## src/design/tracker_pkg.sv

```systemverilog
/* Object tracker shared types
   Pixel and coordinate widths, per-frame sums and divider states */

`default_nettype none

package tracker_pkg;

    // ============================================================
    // Scalar widths
    // ============================================================
    // Raw D5M sample, also used for the threshold level
    typedef logic [11:0] pixel_t;
    // Column within an active line
    typedef logic [9:0]  coord_x_t;
    // Line within a frame
    typedef logic [8:0]  coord_y_t;
    // Completed frames, wraps
    typedef logic [15:0] frame_count_t;
    // Object pixels in one frame
    typedef logic [18:0] pixel_count_t;
    // Coordinate sums, sized for a full 640x480 frame
    typedef logic [27:0] sum_x_t;
    typedef logic [26:0] sum_y_t;

    // ============================================================
    // Bundles
    // ============================================================
    // One captured pixel with its position
    typedef struct packed {
        logic     valid;
        pixel_t   data;
        coord_x_t x;
        coord_y_t y;
    } pixel_beat_t;

    // Totals over the object pixels of one frame
    typedef struct packed {
        sum_x_t       sum_x;
        sum_y_t       sum_y;
        pixel_count_t count;
    } frame_sums_t;

    // Object centre
    typedef struct packed {
        coord_x_t x;
        coord_y_t y;
    } centroid_t;

    // Sequential divider FSM
    typedef enum logic [1:0] {
        IDLE,
        DIVIDE,
        DONE
    } div_state_t;

endpackage

`default_nettype wire

```

## src/design/blob_accumulator.sv

```systemverilog
/* Blob accumulator
   Thresholds pixels and sums object coordinates and count per frame */

`timescale 1ns/1ps
`default_nettype none

module blob_accumulator
(
    input  logic                     D5M_PIXLCLK,
    input  logic                     rst_n,
    input  tracker_pkg::pixel_beat_t beat,
    input  logic                     frame_end,
    input  tracker_pkg::pixel_t      threshold,
    output tracker_pkg::frame_sums_t sums,
    output logic                     sums_valid
);

    // ============================================================
    // Classification
    // ============================================================
    logic                      hit;
    tracker_pkg::sum_x_t       add_x;
    tracker_pkg::sum_y_t       add_y;
    tracker_pkg::pixel_count_t add_cnt;
    // Running totals for the current frame
    tracker_pkg::sum_x_t       acc_x;
    tracker_pkg::sum_y_t       acc_y;
    tracker_pkg::pixel_count_t acc_cnt;
    tracker_pkg::frame_sums_t  next_tot;

    // Bright pixel inside the active area
    assign hit     = beat.valid && (beat.data >= threshold);
    assign add_x   = hit ? tracker_pkg::sum_x_t'(beat.x) : '0;
    assign add_y   = hit ? tracker_pkg::sum_y_t'(beat.y) : '0;
    assign add_cnt = tracker_pkg::pixel_count_t'(hit);

    // Totals including this cycle's pixel
    assign next_tot.sum_x = acc_x + add_x;
    assign next_tot.sum_y = acc_y + add_y;
    assign next_tot.count = acc_cnt + add_cnt;

    // ============================================================
    // Accumulators
    // ============================================================
    always_ff @(posedge D5M_PIXLCLK or negedge rst_n)
    begin
        if (!rst_n)
        begin
            acc_x      <= '0;
            acc_y      <= '0;
            acc_cnt    <= '0;
            sums_valid <= 1'b0;
        end
        else
        begin
            sums_valid <= frame_end;
            if (frame_end)
            begin
                // Fresh start for the next frame
                acc_x   <= '0;
                acc_y   <= '0;
                acc_cnt <= '0;
            end
            else
            begin
                acc_x   <= next_tot.sum_x;
                acc_y   <= next_tot.sum_y;
                acc_cnt <= next_tot.count;
            end
        end
    end

    // Frame result, held until the next frame end
    always_ff @(posedge D5M_PIXLCLK)
    begin
        if (frame_end)
            sums <= next_tot;
    end

endmodule

`default_nettype wire

```

## src/design/centroid_divider.sv

```systemverilog
/* Centroid divider
   Two restoring dividers turn frame sums into the object centre */

`timescale 1ns/1ps
`default_nettype none

module centroid_divider
#(
    parameter int MIN_PIXELS = 4
)
(
    input  logic                     D5M_PIXLCLK,
    input  logic                     rst_n,
    input  tracker_pkg::frame_sums_t sums,
    input  logic                     sums_valid,
    output tracker_pkg::centroid_t   cent,
    output logic                     cent_valid,
    output logic                     object_seen
);

    // Dividend width sets the iteration count
    localparam int DW = $bits(tracker_pkg::sum_x_t);
    // Remainder needs one bit over the divisor
    localparam int RW = $bits(tracker_pkg::pixel_count_t) + 1;

    tracker_pkg::div_state_t   state;
    logic [4:0]                iter;
    tracker_pkg::pixel_count_t divisor;
    // Dividend shifts out as the quotient shifts in
    logic [DW-1:0]             dvd_x;
    logic [DW-1:0]             dvd_y;
    logic [RW-1:0]             rem_x;
    logic [RW-1:0]             rem_y;
    logic                      enough;

    // One restoring step, returns {remainder, dividend/quotient}
    function automatic logic [RW+DW-1:0] div_step(
        input logic [RW-1:0]             rem,
        input logic [DW-1:0]             dvd,
        input tracker_pkg::pixel_count_t dvs
    );
        logic [RW-1:0] shifted;
        logic [RW:0]   diff;
        shifted = {rem[RW-2:0], dvd[DW-1]};
        diff    = {1'b0, shifted} - {2'b00, dvs};
        // Negative trial keeps the old remainder
        if (diff[RW])
            div_step = {shifted, dvd[DW-2:0], 1'b0};
        else
            div_step = {diff[RW-1:0], dvd[DW-2:0], 1'b1};
    endfunction

    assign enough = (sums.count >= tracker_pkg::pixel_count_t'(MIN_PIXELS));

    // ============================================================
    // Control FSM and result
    // ============================================================
    always_ff @(posedge D5M_PIXLCLK or negedge rst_n)
    begin
        if (!rst_n)
        begin
            state       <= tracker_pkg::IDLE;
            iter        <= '0;
            cent        <= '0;
            cent_valid  <= 1'b0;
            object_seen <= 1'b0;
        end
        else
        begin
            cent_valid <= 1'b0;
            case (state)
                tracker_pkg::IDLE:
                begin
                    iter <= '0;
                    if (sums_valid && enough)
                        state <= tracker_pkg::DIVIDE;
                    else if (sums_valid)
                        object_seen <= 1'b0;
                end
                tracker_pkg::DIVIDE:
                begin
                    // Last quotient bit lands this cycle
                    if (iter == 5'(DW - 1))
                        state <= tracker_pkg::DONE;
                    iter <= iter + 1'b1;
                end
                tracker_pkg::DONE:
                begin
                    // Truncated quotients, always inside the frame
                    cent.x      <= tracker_pkg::coord_x_t'(dvd_x);
                    cent.y      <= tracker_pkg::coord_y_t'(dvd_y);
                    cent_valid  <= 1'b1;
                    object_seen <= 1'b1;
                    state       <= tracker_pkg::IDLE;
                end
                default:
                    state <= tracker_pkg::IDLE;
            endcase
        end
    end

    // ============================================================
    // Datapath, both divisions in lockstep
    // ============================================================
    always_ff @(posedge D5M_PIXLCLK)
    begin
        if (state == tracker_pkg::IDLE)
        begin
            divisor <= sums.count;
            dvd_x   <= sums.sum_x;
            dvd_y   <= {1'b0, sums.sum_y};
            rem_x   <= '0;
            rem_y   <= '0;
        end
        else if (state == tracker_pkg::DIVIDE)
        begin
            {rem_x, dvd_x} <= div_step(rem_x, dvd_x, divisor);
            {rem_y, dvd_y} <= div_step(rem_y, dvd_y, divisor);
        end
    end

endmodule

`default_nettype wire

```

## src/design/object_tracker_top.sv

```systemverilog
/* Object tracker top
   Camera capture, blob accumulation and centroid division in the pixel domain */

`timescale 1ns/1ps
`default_nettype none

module object_tracker_top
#(
    // Smallest object that counts as a detection
    parameter int MIN_PIXELS = 4
)
(
    input  logic                      D5M_PIXLCLK,
    input  logic                      rst_n,
    input  tracker_pkg::pixel_t       d5m_d,
    input  logic                      d5m_fval,
    input  logic                      d5m_lval,
    // Static brightness level
    input  tracker_pkg::pixel_t       threshold,
    output tracker_pkg::centroid_t    cent,
    output logic                      cent_valid,
    output logic                      object_seen,
    output tracker_pkg::frame_count_t frame_count
);

    // ============================================================
    // Internal links
    // ============================================================
    tracker_pkg::pixel_beat_t beat;
    logic                     frame_end;
    tracker_pkg::frame_sums_t sums;
    logic                     sums_valid;

    // Sensor bus to coordinates
    pixel_capture u_capture (
        .D5M_PIXLCLK (D5M_PIXLCLK),
        .rst_n       (rst_n),
        .d5m_d       (d5m_d),
        .d5m_fval    (d5m_fval),
        .d5m_lval    (d5m_lval),
        .beat        (beat),
        .frame_end   (frame_end),
        .frame_count (frame_count)
    );

    // Threshold and per-frame totals
    blob_accumulator u_accum (
        .D5M_PIXLCLK (D5M_PIXLCLK),
        .rst_n       (rst_n),
        .beat        (beat),
        .frame_end   (frame_end),
        .threshold   (threshold),
        .sums        (sums),
        .sums_valid  (sums_valid)
    );

    // Mean position of the object
    centroid_divider #(
        .MIN_PIXELS  (MIN_PIXELS)
    ) u_divider (
        .D5M_PIXLCLK (D5M_PIXLCLK),
        .rst_n       (rst_n),
        .sums        (sums),
        .sums_valid  (sums_valid),
        .cent        (cent),
        .cent_valid  (cent_valid),
        .object_seen (object_seen)
    );

endmodule

`default_nettype wire

```

## src/design/pixel_capture.sv

```systemverilog
/* Pixel capture
   Registers the D5M bus, frames pixels into x/y and counts frames */

`timescale 1ns/1ps
`default_nettype none

module pixel_capture
(
    input  logic                      D5M_PIXLCLK,
    input  logic                      rst_n,
    input  tracker_pkg::pixel_t       d5m_d,
    input  logic                      d5m_fval,
    input  logic                      d5m_lval,
    output tracker_pkg::pixel_beat_t  beat,
    output logic                      frame_end,
    output tracker_pkg::frame_count_t frame_count
);

    // ============================================================
    // Input register stage
    // ============================================================
    tracker_pkg::pixel_t   d_r;
    logic                  fval_r;
    logic                  lval_r;
    // One more stage of the strobes for edge detection
    logic                  fval_d;
    logic                  lval_d;
    tracker_pkg::coord_x_t x_cnt;
    tracker_pkg::coord_y_t y_cnt;
    logic                  pix_ok;
    logic                  lval_fall;
    logic                  fval_fall;

    // Sample data carries no reset
    always_ff @(posedge D5M_PIXLCLK)
    begin
        d_r <= d5m_d;
    end

    always_ff @(posedge D5M_PIXLCLK or negedge rst_n)
    begin
        if (!rst_n)
        begin
            fval_r <= 1'b0;
            lval_r <= 1'b0;
            fval_d <= 1'b0;
            lval_d <= 1'b0;
        end
        else
        begin
            fval_r <= d5m_fval;
            lval_r <= d5m_lval;
            fval_d <= fval_r;
            lval_d <= lval_r;
        end
    end

    // Pixel only counts inside both frame and line
    assign pix_ok    = fval_r & lval_r;
    assign lval_fall = lval_d & ~lval_r;
    assign fval_fall = fval_d & ~fval_r;

    // ============================================================
    // Coordinates, beat and frame strobe
    // ============================================================
    always_ff @(posedge D5M_PIXLCLK or negedge rst_n)
    begin
        if (!rst_n)
        begin
            beat        <= '0;
            x_cnt       <= '0;
            y_cnt       <= '0;
            frame_end   <= 1'b0;
            frame_count <= '0;
        end
        else
        begin
            beat.valid <= pix_ok;
            beat.data  <= d_r;
            beat.x     <= x_cnt;
            beat.y     <= y_cnt;
            frame_end  <= fval_fall;
            // Column restarts whenever the line is low
            if (pix_ok)
                x_cnt <= x_cnt + 1'b1;
            else if (!lval_r)
                x_cnt <= '0;
            // Frame end wins over a late line fall
            if (frame_end)
                y_cnt <= '0;
            else if (lval_fall && fval_r)
                y_cnt <= y_cnt + 1'b1;
            // Wraps at 16 bits
            if (fval_fall)
                frame_count <= frame_count + 1'b1;
        end
    end

endmodule

`default_nettype wire

```

## config.mk

```make
export PLATFORM = sky130hd
export DESIGN_NAME = object_tracker_top
export DESIGN_NICKNAME = d
export VERILOG_FILES = /design/src/design/tracker_pkg.sv /design/src/design/blob_accumulator.sv /design/src/design/centroid_divider.sv /design/src/design/object_tracker_top.sv /design/src/design/pixel_capture.sv
export SDC_FILE = /design/constraint.sdc
export NUM_CORES = 1
export LEC_CHECK = 0
export BUFFER_PORTS_ARGS = -buffer_cell sky130_fd_sc_hd__buf_2
export CAP_MARGIN = 20
export CORE_MARGIN = 5
export CORE_UTILIZATION = 40
export DETAILED_ROUTE_END_ITERATION = 8
export PLACE_DENSITY = 0.58
export SETUP_SLACK_MARGIN = 0.15
export SLEW_MARGIN = 15
export SYNTH_ARGS = -nofsm -noshare
export SYNTH_HDL_FRONTEND = slang
export SYNTH_HIERARCHICAL = 1
export SYNTH_SLANG_ARGS = --single-unit
```

## constraint.sdc

```tcl
create_clock -name D5M_PIXLCLK -period 4.3 [get_ports D5M_PIXLCLK]
set_input_delay 0.645 -clock D5M_PIXLCLK [delete_from_list [all_inputs] [get_ports D5M_PIXLCLK]]
set_output_delay 0.645 -clock D5M_PIXLCLK [all_outputs]
set_load 0.01 [all_outputs]
```

# After elaboration in Yosys (flattened, before gate mapping)
# Index checks and enable logic that the tools add are counted.
# word_totals
ff_bits	374
in_bits	28
elab_cells	88
# op_classes
add_sub_neg	9
magnitude_cmp	2
n_eq_ne	8
muxes	23
bitwise	5
n_reduce_logical	9
# ops
op	n
$mux W47	2
$mux W28	3
$mux W27	3
$sub A20 B19 Y21	2
$mux W10	3
$add A28 B28 Y28	1
$add A27 B27 Y27	1
$mux W9	3
$add A19 B1 Y19	1
$ge A19 B3 Y1 const B	1
$mux W19	1
$add A16 B1 Y16 const B	1
$ge A12 B12 Y1	1
$add A10 B1 Y10 const B	1
$pmux W5 S2	1
$add A9 B1 Y9 const B	1
$ne A2 B2 Y1 const B	3
$reduce_bool A2 Y1	3
$add A5 B1 Y5 const B	1
$eq A5 B5 Y1 const B	1
$mux W2	2
$ne A2 B1 Y1 const B	2
$pmux W2 S2	1
$and A1 B1 Y1	3
other kinds (9)	14

# Depth between registers and ports, before layout
# Gate-level depths: netlist of run 1.
# logic_depth
depth_word	5
mapped_depth	16

# Cells and area by module
# Netlist of run 1, hierarchy kept.
# modules_own_cells
mod	n_inst	cells_each	area_per_inst_um2
blob_accumulator	1	703	7815.0
centroid_divider	1	660	7468.4
pixel_capture	1	204	2841.5

# Worst setup path before layout of run 1
# OpenSTA, ideal clock, no wires.
# synth_timing
path_type	input port to flip-flop
start	input port threshold[0]
end	register u_accum.acc_y[26]
setup_ns	0.125
arrival_time_ns	3.835
required_time_ns	4.175
slack_ns	0.340
cell_stages	15
path_cell_list	ha_1 nand2b_1 a21o_1 a211oi_1 o31a_1 clkbuf_1 o21ai_0 ha_1 fa_1 a211oi_1 o21ai_0 a22oi_1 buf_2 nand4b_1 mux2_2
# synth_via
elab_chain_cells	5
# synth_lines
element	line_no	rtl
from (decl)	object_tracker_top.sv:19	input tracker_pkg::pixel_t threshold,
$ge A12 B12 Y1	blob_accumulator.sv:32	assign hit = beat.valid && (beat.data >= threshold);
$logic_and A1 B1 Y1	blob_accumulator.sv:32	
$mux W9	blob_accumulator.sv:34	assign add_y = hit ? tracker_pkg::sum_y_t'(beat.y) : '0;
$add A27 B27 Y27	blob_accumulator.sv:39	assign next_tot.sum_y = acc_y + add_y;
$mux W27	blob_accumulator.sv:57	if (frame_end)
to (signal assigned)	blob_accumulator.sv:67	acc_y <= next_tot.sum_y;
to (decl)	blob_accumulator.sv:27	tracker_pkg::sum_y_t acc_y;
# No other way between the ends.
# A chain may end at the register's enable or synchronous reset.

==> results.md, run 1 <==
- Seq/Total Area, Yosys: 54.3%
- Status: finished clean
- Initial core utilization: 40.2%
- Peak Freq: 0.264 GHz
- Vias per std cell: 5.23
- Initial antenna violation count: 0
- 1st-iter DRT viols: 650
- Post-Route WL: 36,100 um
- Post-synthesis cell count: 1,567
- Path class of the lowest-slack min-delay path: primary input to asynchronous set/reset pin
- Area enclosed by the die boundary: 49,700 um2
- Max transition margin: 44.4%
- FP Rows: 78
- Die H: 223 um
- CP Class: flip-flop to flip-flop
- Worst Setup End Kind: flip-flop
- Post-detailed-route count of antenna-violating nets: 0
- Maximum fanout along the worst path: 13
- Half-perimeter wire length after placement: 24,300 um
- Mean Syn Cell Area: 11.6 um2
- Grt total ovfl: 0
- H-tree depth reported by CTS: 2
- Number of port buffers: 64
- Fin nets: 1,741
- Clock sink total: 374
- Global-route wire length before repair: 61,000 um
- Maximum clock path buffer count: 3
- Dominant synthesized flop cell: sky130_fd_sc_hd__dfrtp_1
- Required time at the endpoint of the critical path: 4.58 ns
- Most Used Layer, Global Route: met2
- Overall track demand over capacity in global routing: 14.7%
- Number of warnings reported in the yosys synthesis log: 6
- Clock slew seen by the registers of the worst setup and hold paths: 0.06 ns
- Final Critical Period: 3.78 ns
- Actual slew at the worst max-slew pin: 0.835 ns
- Drt first pass iters: 5
- Remaining design rule violation count: 0
- Hold violation count in the final report: 0
- # fillers: 4,210
- Part of the cycle the worst path needs: 88.0%
- Distinct cell type count of the synthesized netlist: 84
- Post-detailed-placement cell area: 19,100 um2
- Number of nets produced by synthesis: 1,674
- Die span in x: 223 um
- Fin util: 45.7%
- Combined area of the multi-input logic cells: 7810 um2
- Final setup violation count: 0
- Pin count of the biggest net entering global routing: 99
- Boundary pin count: 65
- Number of max-cap violations: 0
- Area share of the largest cell type after synthesis: 24.5%
- Arrival time reported for the critical path endpoint: 4.06 ns
- Met2 capacity usage during global routing: 23.7%
- Worst reg-to-reg setup slack: 0.52 ns
- Share of synthesized registers carrying an async set or reset: 46.8%
- Category of the worst setup path launch point: flip-flop
- Count of vias placed by the detailed router: 11,900
- Peak supply drop: 311 uV
- Skew final: 0.0279 ns
- Largest area contributor in the synthesized netlist: sky130_fd_sc_hd__edfxtp_1
- Global placement routability congestion: 0.827
- Routing usage on met3: 2.86%
- CTS tree: done
- Cells taking the most area after synthesis: sky130_fd_sc_hd__edfxtp_1 (25%), sky130_fd_sc_hd__dfrtp_1 (24%), sky130_fd_sc_hd__mux2_2 (5.9%)
- Clock root buffer master: sky130_fd_sc_hd__clkbuf_16
- Fraction of met1 tracks used by global routing: 20.4%
- Areal power density over the cells: 573 nW/um2
- Flop and latch count out of synthesis: 374
- Number of flops mapped to enable cells by yosys: 148
- Final number of max-transition violations: 0
- Wire per inst: 15.9 um
- Unrepaired setup endpoints after global routing: no
- Total core area: 45,100 um2
- Setup bufs post-CTS: 0
- Via count of the first global-routing pass: 12,000
- Cell area after synthesis: 18,100 um2
- Clock insertion delay at the later pin of the skew report: 0.56 ns
- FF+latch area: 9850 um2
- Layout cells sized above 1: 16.8%
- Number of buffers created by CTS: 42
- Area grow syn2layout: 13.7%
- Leakage Power: 8.91 nW
- Fin area: 20,600 um2
- Count of antenna diodes in the layout: 0
## cells in the final DEF, fill, tap and decap left out, types with 18 or more instances in the layout
master / instances
sky130_fd_sc_hd__xor2_1: 54
sky130_fd_sc_hd__nand3_1: 96
sky130_fd_sc_hd__xnor2_1: 60
sky130_fd_sc_hd__nand2_1: 99
sky130_fd_sc_hd__clkbuf_16: 46
sky130_fd_sc_hd__o21ai_1: 21
sky130_fd_sc_hd__buf_4: 20
sky130_fd_sc_hd__mux2_2: 95
sky130_fd_sc_hd__buf_2: 63
sky130_fd_sc_hd__nor2_1: 77
sky130_fd_sc_hd__ha_1: 75
sky130_fd_sc_hd__a21oi_1: 58
sky130_fd_sc_hd__dfrtp_1: 174
sky130_fd_sc_hd__nand4_1: 24
sky130_fd_sc_hd__a21o_1: 26
sky130_fd_sc_hd__inv_1: 53
sky130_fd_sc_hd__edfxtp_1: 148
sky130_fd_sc_hd__nor2b_1: 70
sky130_fd_sc_hd__o31ai_1: 18
sky130_fd_sc_hd__dfxtp_1: 51
sky130_fd_sc_hd__o21ai_0: 56
## cell usage after synthesis, types with 5 or more instances
library cell,number
sky130_fd_sc_hd__and3_1,16
sky130_fd_sc_hd__inv_1,54
sky130_fd_sc_hd__o21ai_0,56
sky130_fd_sc_hd__o21ai_1,21
sky130_fd_sc_hd__nor2_1,79
sky130_fd_sc_hd__dfrtp_1,175
sky130_fd_sc_hd__a21o_1,26
sky130_fd_sc_hd__a31oi_1,8
sky130_fd_sc_hd__o31ai_1,18
sky130_fd_sc_hd__o311ai_1,11
sky130_fd_sc_hd__edfxtp_1,148
sky130_fd_sc_hd__xor2_1,54
sky130_fd_sc_hd__nor4_1,13
sky130_fd_sc_hd__nor2b_1,70
sky130_fd_sc_hd__and2_1,11
sky130_fd_sc_hd__o211ai_1,6
sky130_fd_sc_hd__or3_1,15
sky130_fd_sc_hd__o21bai_1,5
sky130_fd_sc_hd__mux2i_1,14
sky130_fd_sc_hd__ha_1,75
sky130_fd_sc_hd__o21a_1,7
sky130_fd_sc_hd__nand3_1,96
sky130_fd_sc_hd__buf_1,9
sky130_fd_sc_hd__a32oi_1,15
sky130_fd_sc_hd__nand2b_1,12
sky130_fd_sc_hd__nand4_1,24
sky130_fd_sc_hd__a21oi_1,58
sky130_fd_sc_hd__mux2_2,95
sky130_fd_sc_hd__mux2_1,5
sky130_fd_sc_hd__a211oi_1,12
sky130_fd_sc_hd__dfxtp_1,51
sky130_fd_sc_hd__nand2_1,99
sky130_fd_sc_hd__and4_1,6
sky130_fd_sc_hd__xnor2_1,60
sky130_fd_sc_hd__buf_2,8
sky130_fd_sc_hd__nor3_1,16
sky130_fd_sc_hd__clkbuf_1,41
## metal layers
metal	share of wire (%)	vias to the layer above	routed length, um
met5	0	-	0
met4	2.3	0	834
met3	3.8	54	1380
met2	46	186	16600
met1	48	5753	17200
li1	-	5864	-
## path summary, 6_finish.rpt
| check | startpoint | endpoint | cells after the start |
|---|---|---|---|
| max | u_capture/beat[28] | u_accum/sums[69] | 13 |
| min | rst_n | u_capture/frame_count[15] | 1 |
| max reg2reg | u_capture/beat[28] | u_accum/sums[69] | 13 |
| min reg2reg | u_capture/d_r[6] | u_capture/beat[25] | 0 |
| max in group asynchronous | rst_n | u_divider/cent[6] | 2 |
| min in group D5M_PIXLCLK | d5m_d[3] | u_capture/d_r[3] | 1 |
## cell type report
class                           instances  share of cell area [%]
Multi-Input combinational cell       1074                    37.9
Timing Repair Buffer                   88                    2.69
Clock inverter                         13                   0.625
Inverter                               54                   0.984
Clock buffer                           65                    6.37
Tap cell                              600                    3.64
Sequential cell                       374                    47.8
## stage by stage
| step | TNS (ns) | setup WS [ns] | power, mW | hold WS, ns | instances |
|---|---|---|---|---|---|
| global route | 0 | 0.183 | 12.6 | 0.150 | 2268 |
| finish | 0 | 0.516 | 11.8 | 0.179 | 2268 |
| global placement | 0 | 0.0810 | 8.12 | 0.317 | 2189 |
| floorplan | 0 | 0.340 | 7.47 | 0.316 | 1567 |
| detailed placement | -0.0996 | -0.0996 | 8.21 | 0.321 | 2189 |
| CTS | 0 | 0.309 | 11.9 | 0.147 | 2267 |
## where the power goes
| group | internal [mW] | switching (mW) | total (mW) |
|---|---|---|---|
| registers | 4.44 | 0.379 | 4.82 |
| logic | 1.53 | 1.81 | 3.34 |
| clock network | 2.23 | 1.42 | 3.65 |
## registers in the layout (all words and copies together), names as in the netlist, 19 cells and up
register and count:
u_accum/sums 74, u_capture/beat 32, u_accum/acc_y 27, u_divider/divisor 19, u_divider/dvd_y 28, u_divider/rem_x 19
u_accum/acc_cnt 19, u_divider/dvd_x 28, u_accum/acc_x 28, u_divider/cent 19, u_divider/rem_y 19
## worst max-delay path, cell delays in order (launching register included)
cell and delay (ns):
sky130_fd_sc_hd__dfrtp_1 0.36, sky130_fd_sc_hd__ha_1 0.29, sky130_fd_sc_hd__a21o_1 0.18, sky130_fd_sc_hd__a21o_1 0.17, sky130_fd_sc_hd__a21o_1 0.33, sky130_fd_sc_hd__buf_4 0.24
sky130_fd_sc_hd__nand3_1 0.08, sky130_fd_sc_hd__o21ai_0 0.15, sky130_fd_sc_hd__ha_1 0.37, sky130_fd_sc_hd__a21o_1 0.24, sky130_fd_sc_hd__a21oi_4 0.30, sky130_fd_sc_hd__nor3b_1 0.44
sky130_fd_sc_hd__nor4_1 0.17, sky130_fd_sc_hd__xor2_1 0.17
## logic make-up after synthesis
| kind of cell | after synthesis | synth area share [%] |
|---|---|---|
| AO/OA/AOI/OAI | 283 | 10.7 |
| XOR/XNOR | 114 | 5.51 |
| adder cells (fa/ha/maj) | 79 | 5.62 |
| buffers and inverters | 119 | 2.73 |
| flip-flops | 374 | 54.3 |
| multiplexers | 114 | 6.99 |
| AND/OR/NAND/NOR | 484 | 14.2 |
## repair_timing
action / in CTS / in global routing
hold buffers: 0 / 0
resized for setup: 0 / 3
endpoints found under the hold margin: 0 / 0
setup endpoints to repair: 0 / 2
(Power assumes the default switching activity.)
==> run 2, diff against run 1 <==
--- a/config.mk
+++ b/config.mk
@@ -7,6 +7,7 @@
 export LEC_CHECK = 0
 export BUFFER_PORTS_ARGS = -buffer_cell sky130_fd_sc_hd__buf_2
 export CAP_MARGIN = 20
+export CORE_ASPECT_RATIO = 0.5
 export CORE_MARGIN = 5
 export CORE_UTILIZATION = 40
 export DETAILED_ROUTE_END_ITERATION = 8
==> run 2 against run 1 <==
Setup slack got worse by 0.065 ns. Clock skew shrank 0.0036 ns. Worst hold slack got worse by 0.012 ns. Cell area shrank 0.12%. Power increased by 0.36%. Critical path depth is 2 higher. Final cell count is 0.35% lower. Register-to-register slack worse by 0.07 ns. Combinational power grew 1%. Non-clock buffer count grew 4. First-iteration DRC count up 14%. Sequential power hardly changed.
==> results.md, run 2 (synthesis results as in run 1) <==
- Layout cells sized above 1: 16.6% (was 16.8%)
- Setup bufs post-CTS: 0 (unchanged)
- Largest registers: u_accum/sums (74), u_capture/beat (32) (unchanged)
- Vias per std cell: 5.22 (was 5.23)
- Wire per inst: 16.0 um (was 15.9 um)
- Part of the cycle the worst path needs: 89.5% (was 88.0%)
- Pin count of the biggest net entering global routing: 96 (was 99)
- Peak Freq: 0.260 GHz (was 0.264 GHz)
- Most flop-heavy register: u_accum/sums (unchanged)
- Fin nets: 1,740 (was 1,741)
- Post-CTS resize count: 0 (unchanged)
- Unrepaired setup endpoints after global routing: no (unchanged)
- H-tree depth reported by CTS: 2 (unchanged)
- Remaining design rule violation count: 0 (unchanged)
- Hold violation count in the final report: 0 (unchanged)
- Half-perimeter wire length after placement: 24,700 um (was 24,300 um)
- Status: finished clean (unchanged)
- Required time at the endpoint of the critical path: 4.57 ns (was 4.58 ns)
- Die H: 161 um (was 223 um)
- Hold bufs inserted after CTS: 0 (unchanged)
- CTS tree: done (unchanged)
- 1st-iter DRT viols: 738 (was 650)
- Path class of the lowest-slack min-delay path: primary input to asynchronous set/reset pin (unchanged)
- Maximum fanout along the worst path: 6 (was 13)
- Summed negative setup slack over all endpoints: 0 ns (unchanged)
- Count of vias placed by the detailed router: 11,800 (was 11,900)
- Post-detailed-route count of antenna-violating nets: 0 (unchanged)
- Final number of max-transition violations: 0 (unchanged)
- Worst Setup End Kind: flip-flop (unchanged)
- Combinational power share: 28.6% (was 28.3%)
- Boundary pin count: 65 (unchanged)
- Worst reg-to-reg setup slack: 0.45 ns (was 0.52 ns)
- Area enclosed by the die boundary: 49,900 um2 (was 49,700 um2)
- Final Critical Period: 3.85 ns (was 3.78 ns)
- FP Rows: 55 (was 78)
- Number of flip-flops under the largest register name: 74 (unchanged)
- Clock insertion delay at the later pin of the skew report: 0.54 ns (was 0.56 ns)
- Drt first pass iters: 5 (unchanged)
- Internal Pwr Total: 8.17 mW (was 8.20 mW)
- Overall track demand over capacity in global routing: 14.4% (was 14.7%)
- Actual slew at the worst max-slew pin: 1.08 ns (was 0.835 ns)
- Most frequent cells in the layout: sky130_fd_sc_hd__dfrtp_1 (174), sky130_fd_sc_hd__edfxtp_1 (148), sky130_fd_sc_hd__nand2_1 (99), sky130_fd_sc_hd__nand3_1 (96), sky130_fd_sc_hd__mux2_2 (95) (unchanged)
- Number of port buffers: 64 (unchanged)
- Beginning of the worst register-to-register path: u_capture/beat[19] (was u_capture/beat[28])
- Peak supply drop: 302 uV (was 311 uV)
- Sequential Power Share: 40.8% (about the same)
- Clock group share of total power: 30.6% (was 30.9%)
- Via count of the first global-routing pass: 11,500 (was 12,000)
- CP Class: flip-flop to flip-flop (unchanged)
- Number of buffers created by CTS: 37 (was 42)
- Category of the worst setup path launch point: flip-flop (unchanged)
- Clock slew seen by the registers of the worst setup and hold paths: 0.06 ns (about the same)
- Number of max-cap violations: 0 (unchanged)
- Post-Route Hold Slack: 0.167 ns (was 0.179 ns)
- Cell depth of the worst flop-to-flop path: 15 (was 13)
- Max transition margin: 28.0% (was 44.4%)
- Power spent charging and discharging nets: 3.67 mW (was 3.60 mW)
- Die span in x: 311 um (was 223 um)
- Most common library cell in the layout ignoring fill and taps: sky130_fd_sc_hd__dfrtp_1 (unchanged)
- Total core area: 45,000 um2 (was 45,100 um2)
- Initial antenna violation count: 0 (unchanged)
- Final setup violation count: 0 (unchanged)
- Post-Route WL: 36,200 um (was 36,100 um)
- Clock sink total: 374 (unchanged)
- Reg-to-reg critical path endpoint: u_accum/sums[35] (was u_accum/sums[69])
- Initial core utilization: 40.3% (was 40.2%)
- Count of antenna diodes in the layout: 0 (unchanged)
- Arrival time reported for the critical path endpoint: 4.12 ns (was 4.06 ns)
- Area grow syn2layout: 13.5% (was 13.7%)
- Net Sw Frac: 31.0% (was 30.5%)
- Global placement routability congestion: 0.837 (was 0.827)
- Clock root buffer master: sky130_fd_sc_hd__clkbuf_16 (unchanged)
- Skew final: 0.0243 ns (was 0.0279 ns)
- Grt total ovfl: 0 (unchanged)
- Global-route wire length before repair: 60,700 um (was 61,000 um)
- Leakage Power: 8.88 nW (was 8.91 nW)
- Maximum clock path buffer count: 3 (unchanged)
- Areal power density over the cells: 576 nW/um2 (was 573 nW/um2)
## run 2: per-stage QoR
step | cells | instance area (um2) | utilization (%) | setup slack (ns) | power, mW
2_1_floorplan | 1567 | 18100 | - | 0.340 | 7.47
3_3_place_gp | 2189 | 19100 | 42.5 | 0.158 | 8.21
3_5_place_dp | 2190 | 19200 | 42.6 | 0.0838 | 8.28
4_1_cts | 2258 | 20500 | 45.6 | 0.420 | 12.0
5_1_grt | 2260 | 20600 | 45.7 | 0.156 | 12.6
6_report | 2260 | 20600 | 45.7 | 0.451 | 11.8
## run 2: area by class of cell
cell class	count	area, um2
multi-input combinational	1074	7790
clock buffer	42	976
fill	4160	24400
clock inverter	26	398
tap	598	748
timing repair buffer	92	612
inverter	54	203
sequential	374	9850
## run 2: worst max-delay path by stage
| stage | from | endpoint | slack, ns | cells past startpoint |
|---|---|---|---|---|
| 2_1_floorplan | threshold[0] | u_accum/acc_y[26] | 0.34 | 15 |
| 3_3_place_gp | threshold[0] | u_accum/sums[35] | 0.16 | 15 |
| 3_5_place_dp | threshold[0] | u_accum/acc_y[26] | 0.08 | 14 |
| 4_1_cts | u_capture/beat[19] | u_accum/acc_x[11] | 0.42 | 14 |
| 5_1_grt | u_capture/beat[19] | u_accum/acc_y[19] | 0.16 | 14 |
| 6_report | u_capture/beat[19] | u_accum/sums[35] | 0.45 | 15 |
## run 2: metal layers
layer  routed length [um]  global-route usage (%)  vias to the layer above
met5                    0                       0                        -
met4                  558                    3.37                        0
met3                 1380                    2.58                       45
met2                15900                    21.9                      174
met1                18400                    21.6                     5730
li1                     -                       -                     5851
## run 2: power groups by stage
stage / Combinational [mW] / Clock [mW] / Sequential, mW
floorplan: 2.71 / 0 / 4.75
global placement: 3.31 / 0 / 4.90
detailed placement: 3.37 / 0 / 4.91
CTS: 3.39 / 3.74 / 4.85
global route: 3.79 / 3.90 / 4.91
finish: 3.38 / 3.63 / 4.83
## run 2: worst max-delay path, cell delays in order (launching register included)
cell	delay (ns)
sky130_fd_sc_hd__dfrtp_1	0.37
sky130_fd_sc_hd__inv_1	0.05
sky130_fd_sc_hd__ha_1	0.21
sky130_fd_sc_hd__nand2b_1	0.14
sky130_fd_sc_hd__a21o_1	0.17
sky130_fd_sc_hd__a211oi_1	0.24
sky130_fd_sc_hd__o31a_1	0.31
sky130_fd_sc_hd__o21ai_0	0.14
sky130_fd_sc_hd__ha_1	0.23
sky130_fd_sc_hd__fa_1	0.40
sky130_fd_sc_hd__a211oi_1	0.30
sky130_fd_sc_hd__o21ai_0	0.16
sky130_fd_sc_hd__a22oi_1	0.42
sky130_fd_sc_hd__buf_4	0.23
sky130_fd_sc_hd__nor2_1	0.07
sky130_fd_sc_hd__xor2_1	0.14
